===== config.mk =====
export PLATFORM = sky130hd
export DESIGN_NAME = motor3Top
export DESIGN_NICKNAME = d
export VERILOG_FILES = /design/src/verilog/motorPkg.sv /design/src/verilog/drivePkg.sv /design/src/verilog/stepIf.sv /design/src/verilog/motorCommand.sv /design/src/verilog/stepSequencer.sv /design/src/verilog/phaseDriver.sv /design/src/verilog/motor3Top.sv
export VERILOG_INCLUDE_DIRS = /design/src /design/src/verilog
export SDC_FILE = /design/constraint.sdc
export NUM_CORES = 1
export LEC_CHECK = 0
export BUFFER_PORTS_ARGS = -buffer_cell sky130_fd_sc_hd__buf_2
export CAP_MARGIN = 20
export CORE_ASPECT_RATIO = 2
export CORE_UTILIZATION = 43
export CTS_CLUSTER_SIZE = 14
export DETAILED_ROUTE_END_ITERATION = 8
export GPL_ROUTABILITY_DRIVEN = 0
export GPL_TIMING_DRIVEN = 1
export PLACE_DENSITY = 0.65
export SLEW_MARGIN = 20
export SYNTH_ARGS = -nofsm -noshare
export SYNTH_HDL_FRONTEND = slang
export SYNTH_SLANG_ARGS = --single-unit

===== constraint.sdc =====
create_clock -name clk -period 3.3 [get_ports clk]
set_input_delay 0.495 -clock clk [delete_from_list [all_inputs] [get_ports clk]]
set_output_delay 0.495 -clock clk [all_outputs]
set_load 0.005 [all_outputs]

===== src/verilog/motor3_cfg.svh =====
`ifndef MOTOR3_CFG_SVH
`define MOTOR3_CFG_SVH

// ######################################################################
// Step timing
`define M3_PERIOD_W     25
`define M3_STEPS        12
`define M3_OFS_B        8
`define M3_OFS_C        4

// ######################################################################
// Speed range, in clk cycles per step
`define M3_PERIOD_INIT  20
`define M3_PERIOD_MIN   4
`define M3_PERIOD_MAX   40
`define M3_PERIOD_STEP  4
`define M3_ROUND_W      16

`endif


===== src/verilog/motorPkg.sv =====
`include "motor3_cfg.svh"

package motorPkg;

    // 0..11 valid and upper codes mark idle
    typedef logic [3:0] stepIdxT;

    typedef logic [`M3_PERIOD_W-1:0] periodT;  // Cycles per step

    typedef logic [`M3_ROUND_W-1:0] roundCntT;  // Electrical rounds since start

endpackage


===== src/verilog/drivePkg.sv =====
package drivePkg;

    typedef enum logic [1:0] {
        bridgeOff,
        bridgeHigh,
        bridgeLow
    } bridgeStateT;

    typedef logic [1:0] gatePairT;  // [1] high switch, [0] low switch

endpackage


===== src/verilog/stepIf.sv =====
interface stepIf;

    motorPkg::stepIdxT stepA;
    motorPkg::stepIdxT stepB;
    motorPkg::stepIdxT stepC;
    logic              stepAdv;  // High in the cycle the steps change
    logic              run;

    modport seq (
        output stepA, stepB, stepC, stepAdv, run
    );

    modport drv (
        input stepA, stepB, stepC, stepAdv, run
    );

endinterface


===== src/verilog/motorCommand.sv =====
`include "motor3_cfg.svh"

module motorCommand (
    input  logic             clk,
    input  logic             arstN,
    input  logic             start,
    input  logic             freqInc,
    input  logic             freqDec,
    output logic             run,
    output logic             restart,
    output motorPkg::periodT stepPeriod
);

    localparam motorPkg::periodT PeriodInit = motorPkg::periodT'(`M3_PERIOD_INIT);
    localparam motorPkg::periodT PeriodMin  = motorPkg::periodT'(`M3_PERIOD_MIN);
    localparam motorPkg::periodT PeriodMax  = motorPkg::periodT'(`M3_PERIOD_MAX);
    localparam motorPkg::periodT PeriodStep = motorPkg::periodT'(`M3_PERIOD_STEP);

    motorPkg::periodT periodFaster;
    motorPkg::periodT periodSlower;

    // ######################################################################
    // Start edge

    // run is start delayed by one cycle, so it doubles as the edge history
    always_ff @(posedge clk or negedge arstN) begin
        if (!arstN) begin
            run     <= 1'b0;
            restart <= 1'b0;
        end else begin
            run     <= start;
            restart <= start & ~run;  // Rising edge only
        end
    end

    // ######################################################################
    // Step period

    always_comb begin
        if (stepPeriod >= PeriodMin + PeriodStep) begin
            periodFaster = stepPeriod - PeriodStep;
        end else begin
            periodFaster = PeriodMin;  // Clamp
        end

        if (stepPeriod <= PeriodMax - PeriodStep) begin
            periodSlower = stepPeriod + PeriodStep;
        end else begin
            periodSlower = PeriodMax;  // Clamp
        end
    end

    always_ff @(posedge clk or negedge arstN) begin
        if (!arstN) begin
            stepPeriod <= PeriodInit;
        end else if (freqInc && !freqDec) begin
            stepPeriod <= periodFaster;  // Shorter step, higher speed
        end else if (freqDec && !freqInc) begin
            stepPeriod <= periodSlower;
        end
    end

endmodule


===== src/verilog/stepSequencer.sv =====
`include "motor3_cfg.svh"

module stepSequencer (
    input  logic               clk,
    input  logic               arstN,
    input  logic               run,
    input  logic               restart,
    input  motorPkg::periodT   stepPeriod,
    stepIf.seq                 steps,
    output motorPkg::roundCntT rounds
);

    localparam motorPkg::stepIdxT IdleA    = 4'hF;
    localparam motorPkg::stepIdxT IdleBc   = 4'hE;
    localparam motorPkg::stepIdxT LastStep = motorPkg::stepIdxT'(`M3_STEPS - 1);

    motorPkg::periodT  cnt;
    logic              cntLast;
    logic              advance;
    logic              stepAdv;
    motorPkg::stepIdxT stepA;
    motorPkg::stepIdxT stepB;
    motorPkg::stepIdxT stepC;

    function automatic motorPkg::stepIdxT offsetStep(
        input motorPkg::stepIdxT base,
        input logic [4:0]        ofs
    );
        logic [4:0] sum;
        sum = {1'b0, base} + ofs;
        if (sum >= 5'(`M3_STEPS)) begin
            sum = sum - 5'(`M3_STEPS);  // Modulo step count
        end
        return sum[3:0];
    endfunction

    // ######################################################################
    // Period countdown

    assign cntLast = (cnt[`M3_PERIOD_W-1:1] == '0);  // Count is 1 or 0
    assign advance = run & cntLast & ~restart;

    always_ff @(posedge clk or negedge arstN) begin
        if (!arstN) begin
            cnt <= motorPkg::periodT'(`M3_PERIOD_INIT);
        end else if (restart || advance) begin
            cnt <= stepPeriod;  // New period takes effect here only
        end else if (run) begin
            cnt <= cnt - motorPkg::periodT'(1);
        end
    end

    // ######################################################################
    // Phase A step and round count

    always_ff @(posedge clk or negedge arstN) begin
        if (!arstN) begin
            stepA   <= IdleA;
            stepAdv <= 1'b0;
        end else begin
            stepAdv <= restart | advance;
            if (restart) begin
                stepA <= '0;
            end else if (advance) begin
                stepA <= (stepA >= LastStep) ? '0 : stepA + 4'd1;
            end
        end
    end

    always_ff @(posedge clk or negedge arstN) begin
        if (!arstN) begin
            rounds <= '0;
        end else if (!run) begin
            rounds <= '0;  // Stopped motor
        end else if (advance && stepA == LastStep) begin
            rounds <= rounds + motorPkg::roundCntT'(1);
        end
    end

    // B and C lead A by a fixed number of steps
    always_comb begin
        if (stepA > LastStep) begin
            stepB = IdleBc;
            stepC = IdleBc;
        end else begin
            stepB = offsetStep(stepA, 5'(`M3_OFS_B));
            stepC = offsetStep(stepA, 5'(`M3_OFS_C));
        end
    end

    assign steps.stepA   = stepA;
    assign steps.stepB   = stepB;
    assign steps.stepC   = stepC;
    assign steps.stepAdv = stepAdv;
    assign steps.run     = run;

endmodule


===== src/verilog/phaseDriver.sv =====
`include "motor3_cfg.svh"

module phaseDriver (
    input  logic               clk,
    input  logic               arstN,
    stepIf.drv                 steps,
    output drivePkg::gatePairT gateA,
    output drivePkg::gatePairT gateB,
    output drivePkg::gatePairT gateC
);

    localparam motorPkg::stepIdxT HalfStep = motorPkg::stepIdxT'(`M3_STEPS / 2);
    localparam motorPkg::stepIdxT LastStep = motorPkg::stepIdxT'(`M3_STEPS - 1);

    logic runQ;
    logic load;

    // One dead step before each half of the round
    function automatic drivePkg::bridgeStateT bridgeOf(
        input motorPkg::stepIdxT idx,
        input logic              on
    );
        drivePkg::bridgeStateT state;
        state = drivePkg::bridgeOff;
        if (on && idx < HalfStep - 4'd1) begin
            state = drivePkg::bridgeHigh;
        end else if (on && idx >= HalfStep && idx < LastStep) begin
            state = drivePkg::bridgeLow;
        end
        return state;
    endfunction

    function automatic drivePkg::gatePairT gatesOf(input drivePkg::bridgeStateT state);
        case (state)
            drivePkg::bridgeHigh: return 2'b10;
            drivePkg::bridgeLow:  return 2'b01;
            default:              return 2'b00;  // Floating
        endcase
    endfunction

    // Steps only move with stepAdv, so gates reload on that or a run change
    assign load = steps.stepAdv | (steps.run ^ runQ);

    always_ff @(posedge clk or negedge arstN) begin
        if (!arstN) begin
            runQ  <= 1'b0;
            gateA <= '0;
            gateB <= '0;
            gateC <= '0;
        end else begin
            runQ <= steps.run;
            if (load) begin
                gateA <= gatesOf(bridgeOf(steps.stepA, steps.run));
                gateB <= gatesOf(bridgeOf(steps.stepB, steps.run));
                gateC <= gatesOf(bridgeOf(steps.stepC, steps.run));
            end
        end
    end

endmodule


===== src/verilog/motor3Top.sv =====
module motor3Top (
    input  logic               clk,
    input  logic               arstN,
    input  logic               start,
    input  logic               freqInc,
    input  logic               freqDec,
    output drivePkg::gatePairT gateA,
    output drivePkg::gatePairT gateB,
    output drivePkg::gatePairT gateC,
    output motorPkg::stepIdxT  stepA,
    output motorPkg::roundCntT rounds
);

    logic             run;
    logic             restart;
    motorPkg::periodT stepPeriod;

    stepIf stepBus ();

    motorCommand cmd0 (
        .clk        (clk),
        .arstN      (arstN),
        .start      (start),
        .freqInc    (freqInc),
        .freqDec    (freqDec),
        .run        (run),
        .restart    (restart),
        .stepPeriod (stepPeriod)
    );

    stepSequencer seq0 (
        .clk        (clk),
        .arstN      (arstN),
        .run        (run),
        .restart    (restart),
        .stepPeriod (stepPeriod),
        .steps      (stepBus.seq),
        .rounds     (rounds)
    );

    phaseDriver drv0 (
        .clk   (clk),
        .arstN (arstN),
        .steps (stepBus.drv),
        .gateA (gateA),
        .gateB (gateB),
        .gateC (gateC)
    );

    assign stepA = stepBus.stepA;  // Status tap

endmodule


==> run_results.csv <==
group,metric,value,unit
die,rows,52,
cts,numClockSinks,78,
cts,cts.hold.buffers_added,0,
sta,slew_violations,0,
cts,cts_buffer_depth,2,
cts,numCtsBuffers,9,
outcome,run_status,"finished clean",
routing,initialDrtViolationCount,185,
sta,report.final.setup_viol,0,
power,p_sw_share,36.1,%
synth,synth_ff_type,"dfrtp_1",
synth,async_flop_share,100,%
cts,cts_root_buffer,"clkbuf_16",
routing,drt-vias-per-instance,5.84,
setup_path,startpoint_type,"register",
global_routing,grt_pass1_vias,3921,
sta,timing.final.crit_period,2840,ps
power,pwr-share-comb,31.3,%
hold_path,timing.hold.worst.class,"in2async",
die,die_height,147,µm
sta,post_route_clock_period_utilization,86.2,%
power,power.clock.fraction,29.3,%
cells_and_area,postLayoutCellArea,5170,µm²
synth,ys_ff_latch,78,
routing,drtPass1Iterations,4,
cells_and_area,drive_gt1_share,15.1,%
routing,route.detailed.wl_per_inst,16.5,µm
power,power_density,653,nW/µm²
setup_path,worst_setup_path_end_kind,"register",
synth,synthesis.instances,506,
synth,avgSynthCellArea,8.97,µm²
setup_path,critical_path_class,"reg2reg",
routing,route.detailed.drc,0,
sta,slew_at_the_pin_closest_to_its_max_slew_limit,974,ps
sta,rsz0062_at_grt,"false",
synth,synth.yosys.seq_area_share,43.2,%
setup_path,critPathRequiredTime,3560,ps
synth,synth_warnings,0,
sta,setup_tns,0,ps
routing,finalWirelength,11100,µm
placed_design,pre_cts_ws,481,ps
die,dieArea,11000,µm²
power,power.ir.vdd_worst,0.439,mV
cts,cts_tree,"built",
cells_and_area,number_of_nets_in_the_layout,553,
die,ios,31,
cells_and_area,area_growth,13.9,%
sta,hold_viol,0,
global_routing,grt_usage,21.9,%
cells_and_area,antennaDiodeCount,0,
cells_and_area,instances_no_fill,672,
cts,insertion_delay,330,ps
sta,slew_headroom,35.1,%
global_routing,grt_pass1_wl,18500,µm
power,power.share.sequential,39.4,%
setup_path,data_arrival_critical_path,3110,ps
synth,syn_area,4540,µm²
cts,ctsResizeCount,0,
die,floorplan.initialDensity,44.4,%
die,die-width,74.7,µm
power,design_internal_power,2.16,mW
routing,detailroute.via_count,3924,
setup_path,r2r_setup_slack,460,ps
synth,synth_enable_flop_cells,0,
power,p_leak,2.21,nW
placed_design,post-dp-hpwl,7960,µm
global_routing,pin_count_of_the_biggest_net_entering_global_routing,79,
die,core,10200,µm²
global_routing,antenna_found_initial,0,
power,net-switching-power,1.22,mW
synth,number_of_nets_produced_by_synthesis,526,
cts,post_cts_buffers,0,
flow_run,maxCapViolations,0,
sta,fin_ws,455,ps
global_routing,grt_remaining_overflow,0,
cts,clock_tree.htree_level_count,3,
cts,clkSlewWorstSetupHoldPaths,60,ps
sta,skew,10.6,ps
placed_design,dp_cells,657,
placed_design,port_bufs,30,
sta,fmax,0.352,GHz
placed_design,postPlaceCellArea,4870,µm²
synth,synth_cell_types,55,
routing,drtAntennaViolNets,0,
setup_path,path_max_fanout,6,
setup_path,rr_worst_depth,5,
==> registers in the layout (all words and copies together) (netlist names) <==
register and flops:
seq0.steps.stepA 4, drv0.runQ 1, drv0.gateC 2, seq0.steps.stepAdv 1, drv0.gateB 2, drv0.gateA 2, seq0.cnt 25, seq0.rounds 16
cmd0.restart 1, cmd0.run 1, cmd0.stepPeriod 23
==> cell usage in the layout (no fill, tap or decap), types with 15 or more instances in the layout <==
| cell | instances |
|---|---|
| dfrtp_1 | 70 |
| nand2_1 | 64 |
| o21ai_0 | 32 |
| buf_2 | 29 |
| nor2_1 | 26 |
| a21oi_1 | 26 |
| inv_1 | 23 |
| nor4_1 | 21 |
| nand3_1 | 21 |
| or4_1 | 20 |
| xnor2_1 | 17 |
| ha_1 | 15 |
==> power groups by stage <==
| stage | Sequential [mW] | Clock [mW] | Combinational, mW |
|---|---|---|---|
| final | 1.33 | 0.989 | 1.06 |
| after global routing | 1.36 | 1.05 | 1.17 |
| after CTS | 1.33 | 1.01 | 1.04 |
| after detailed placement | 1.34 | 0 | 1.03 |
| after global placement | 1.33 | 0 | 1.01 |
| after floorplan | 1.26 | 0 | 0.782 |
==> cells by family after synthesis <==
kind of cell	synth area share [%]
and+or+nand+nor	25.1
AOI/OAI and AO/OA	16.9
DFF	43.2
buffers and inverters	4.16
xor gates and xnor gates	5.21
adders and majority gates	4.13
muxes	1.32
==> path summary, 6_finish.rpt <==
check | from | end
max | seq0.cnt[7]$_DFFE_PN0P_ | seq0.steps.stepA[2]$_DFFE_PN1P_
min | arstN | seq0.rounds[9]$_DFFE_PN0P_
max reg2reg | seq0.cnt[7]$_DFFE_PN0P_ | seq0.steps.stepA[2]$_DFFE_PN1P_
min reg2reg | drv0.gateA[0]$_DFFE_PN0P_ | drv0.gateA[0]$_DFFE_PN0P_
max in group asynchronous | arstN | drv0.gateA[0]$_DFFE_PN0P_
min in group clk | start | cmd0.run$_DFF_PN0_
==> critical path: stages (launching register included) <==
cell and delay (ps):
dfrtp_1 420, or4_4 590, or4_4 530, or4_4 540, or4b_4 530, o21ai_1 160
==> metrics by stage <==
stage | power [mW] | hold WS [ps] | utilization, %
CTS | 3.39 | 315 | 50.6
finish | 3.38 | 184 | 50.6
detailed placement | 2.38 | 464 | 47.6
global route | 3.59 | 258 | 50.6
global placement | 2.34 | 454 | 47.6
floorplan | 2.04 | 199 | -
==> area by class of cell <==
cell class / instances / area (µm²)
flip-flops and latches: 78 / 1960
repair buffers: 43 / 254
inverters: 23 / 86.3
fillers: 968 / 5040
well taps: 135 / 169
clock inverters: 5 / 60.1
multi-input cells: 378 / 2400
clock buffers: 10 / 239
==> synth_stat cells, drive strengths merged, types with 4 or more instances <==
cell | n | area, µm²
a21oi | 26 | 130
o311ai | 5 | 43.8
nand4 | 8 | 50.1
nor2 | 26 | 97.6
o211ai | 7 | 52.6
buf | 4 | 16.3
mux2i | 6 | 60.1
o31ai | 13 | 97.6
dfrtp | 70 | 1750
or3 | 9 | 56.3
dfstp | 8 | 210
nor3 | 11 | 55.1
o21ai | 33 | 165
or2 | 5 | 31.3
nand2 | 64 | 240
xnor2 | 17 | 149
nand2b | 6 | 37.5
clkbuf | 23 | 86.3
o22ai | 5 | 31.3
inv | 23 | 86.3
o41ai | 5 | 51.3
nand3 | 21 | 105
xor2 | 10 | 87.6
nor4 | 22 | 144
ha | 15 | 188
or4 | 23 | 184
a31oi | 4 | 25.0
==> routing by layer <==
metal  GRT usage, %  part of all wire [%]
met5              0                     0
met4           8.77                   1.9
met3           3.98                   2.3
met2           39.4                    56
met1           24.3                    40
Power figures use the tool's default switching activity.
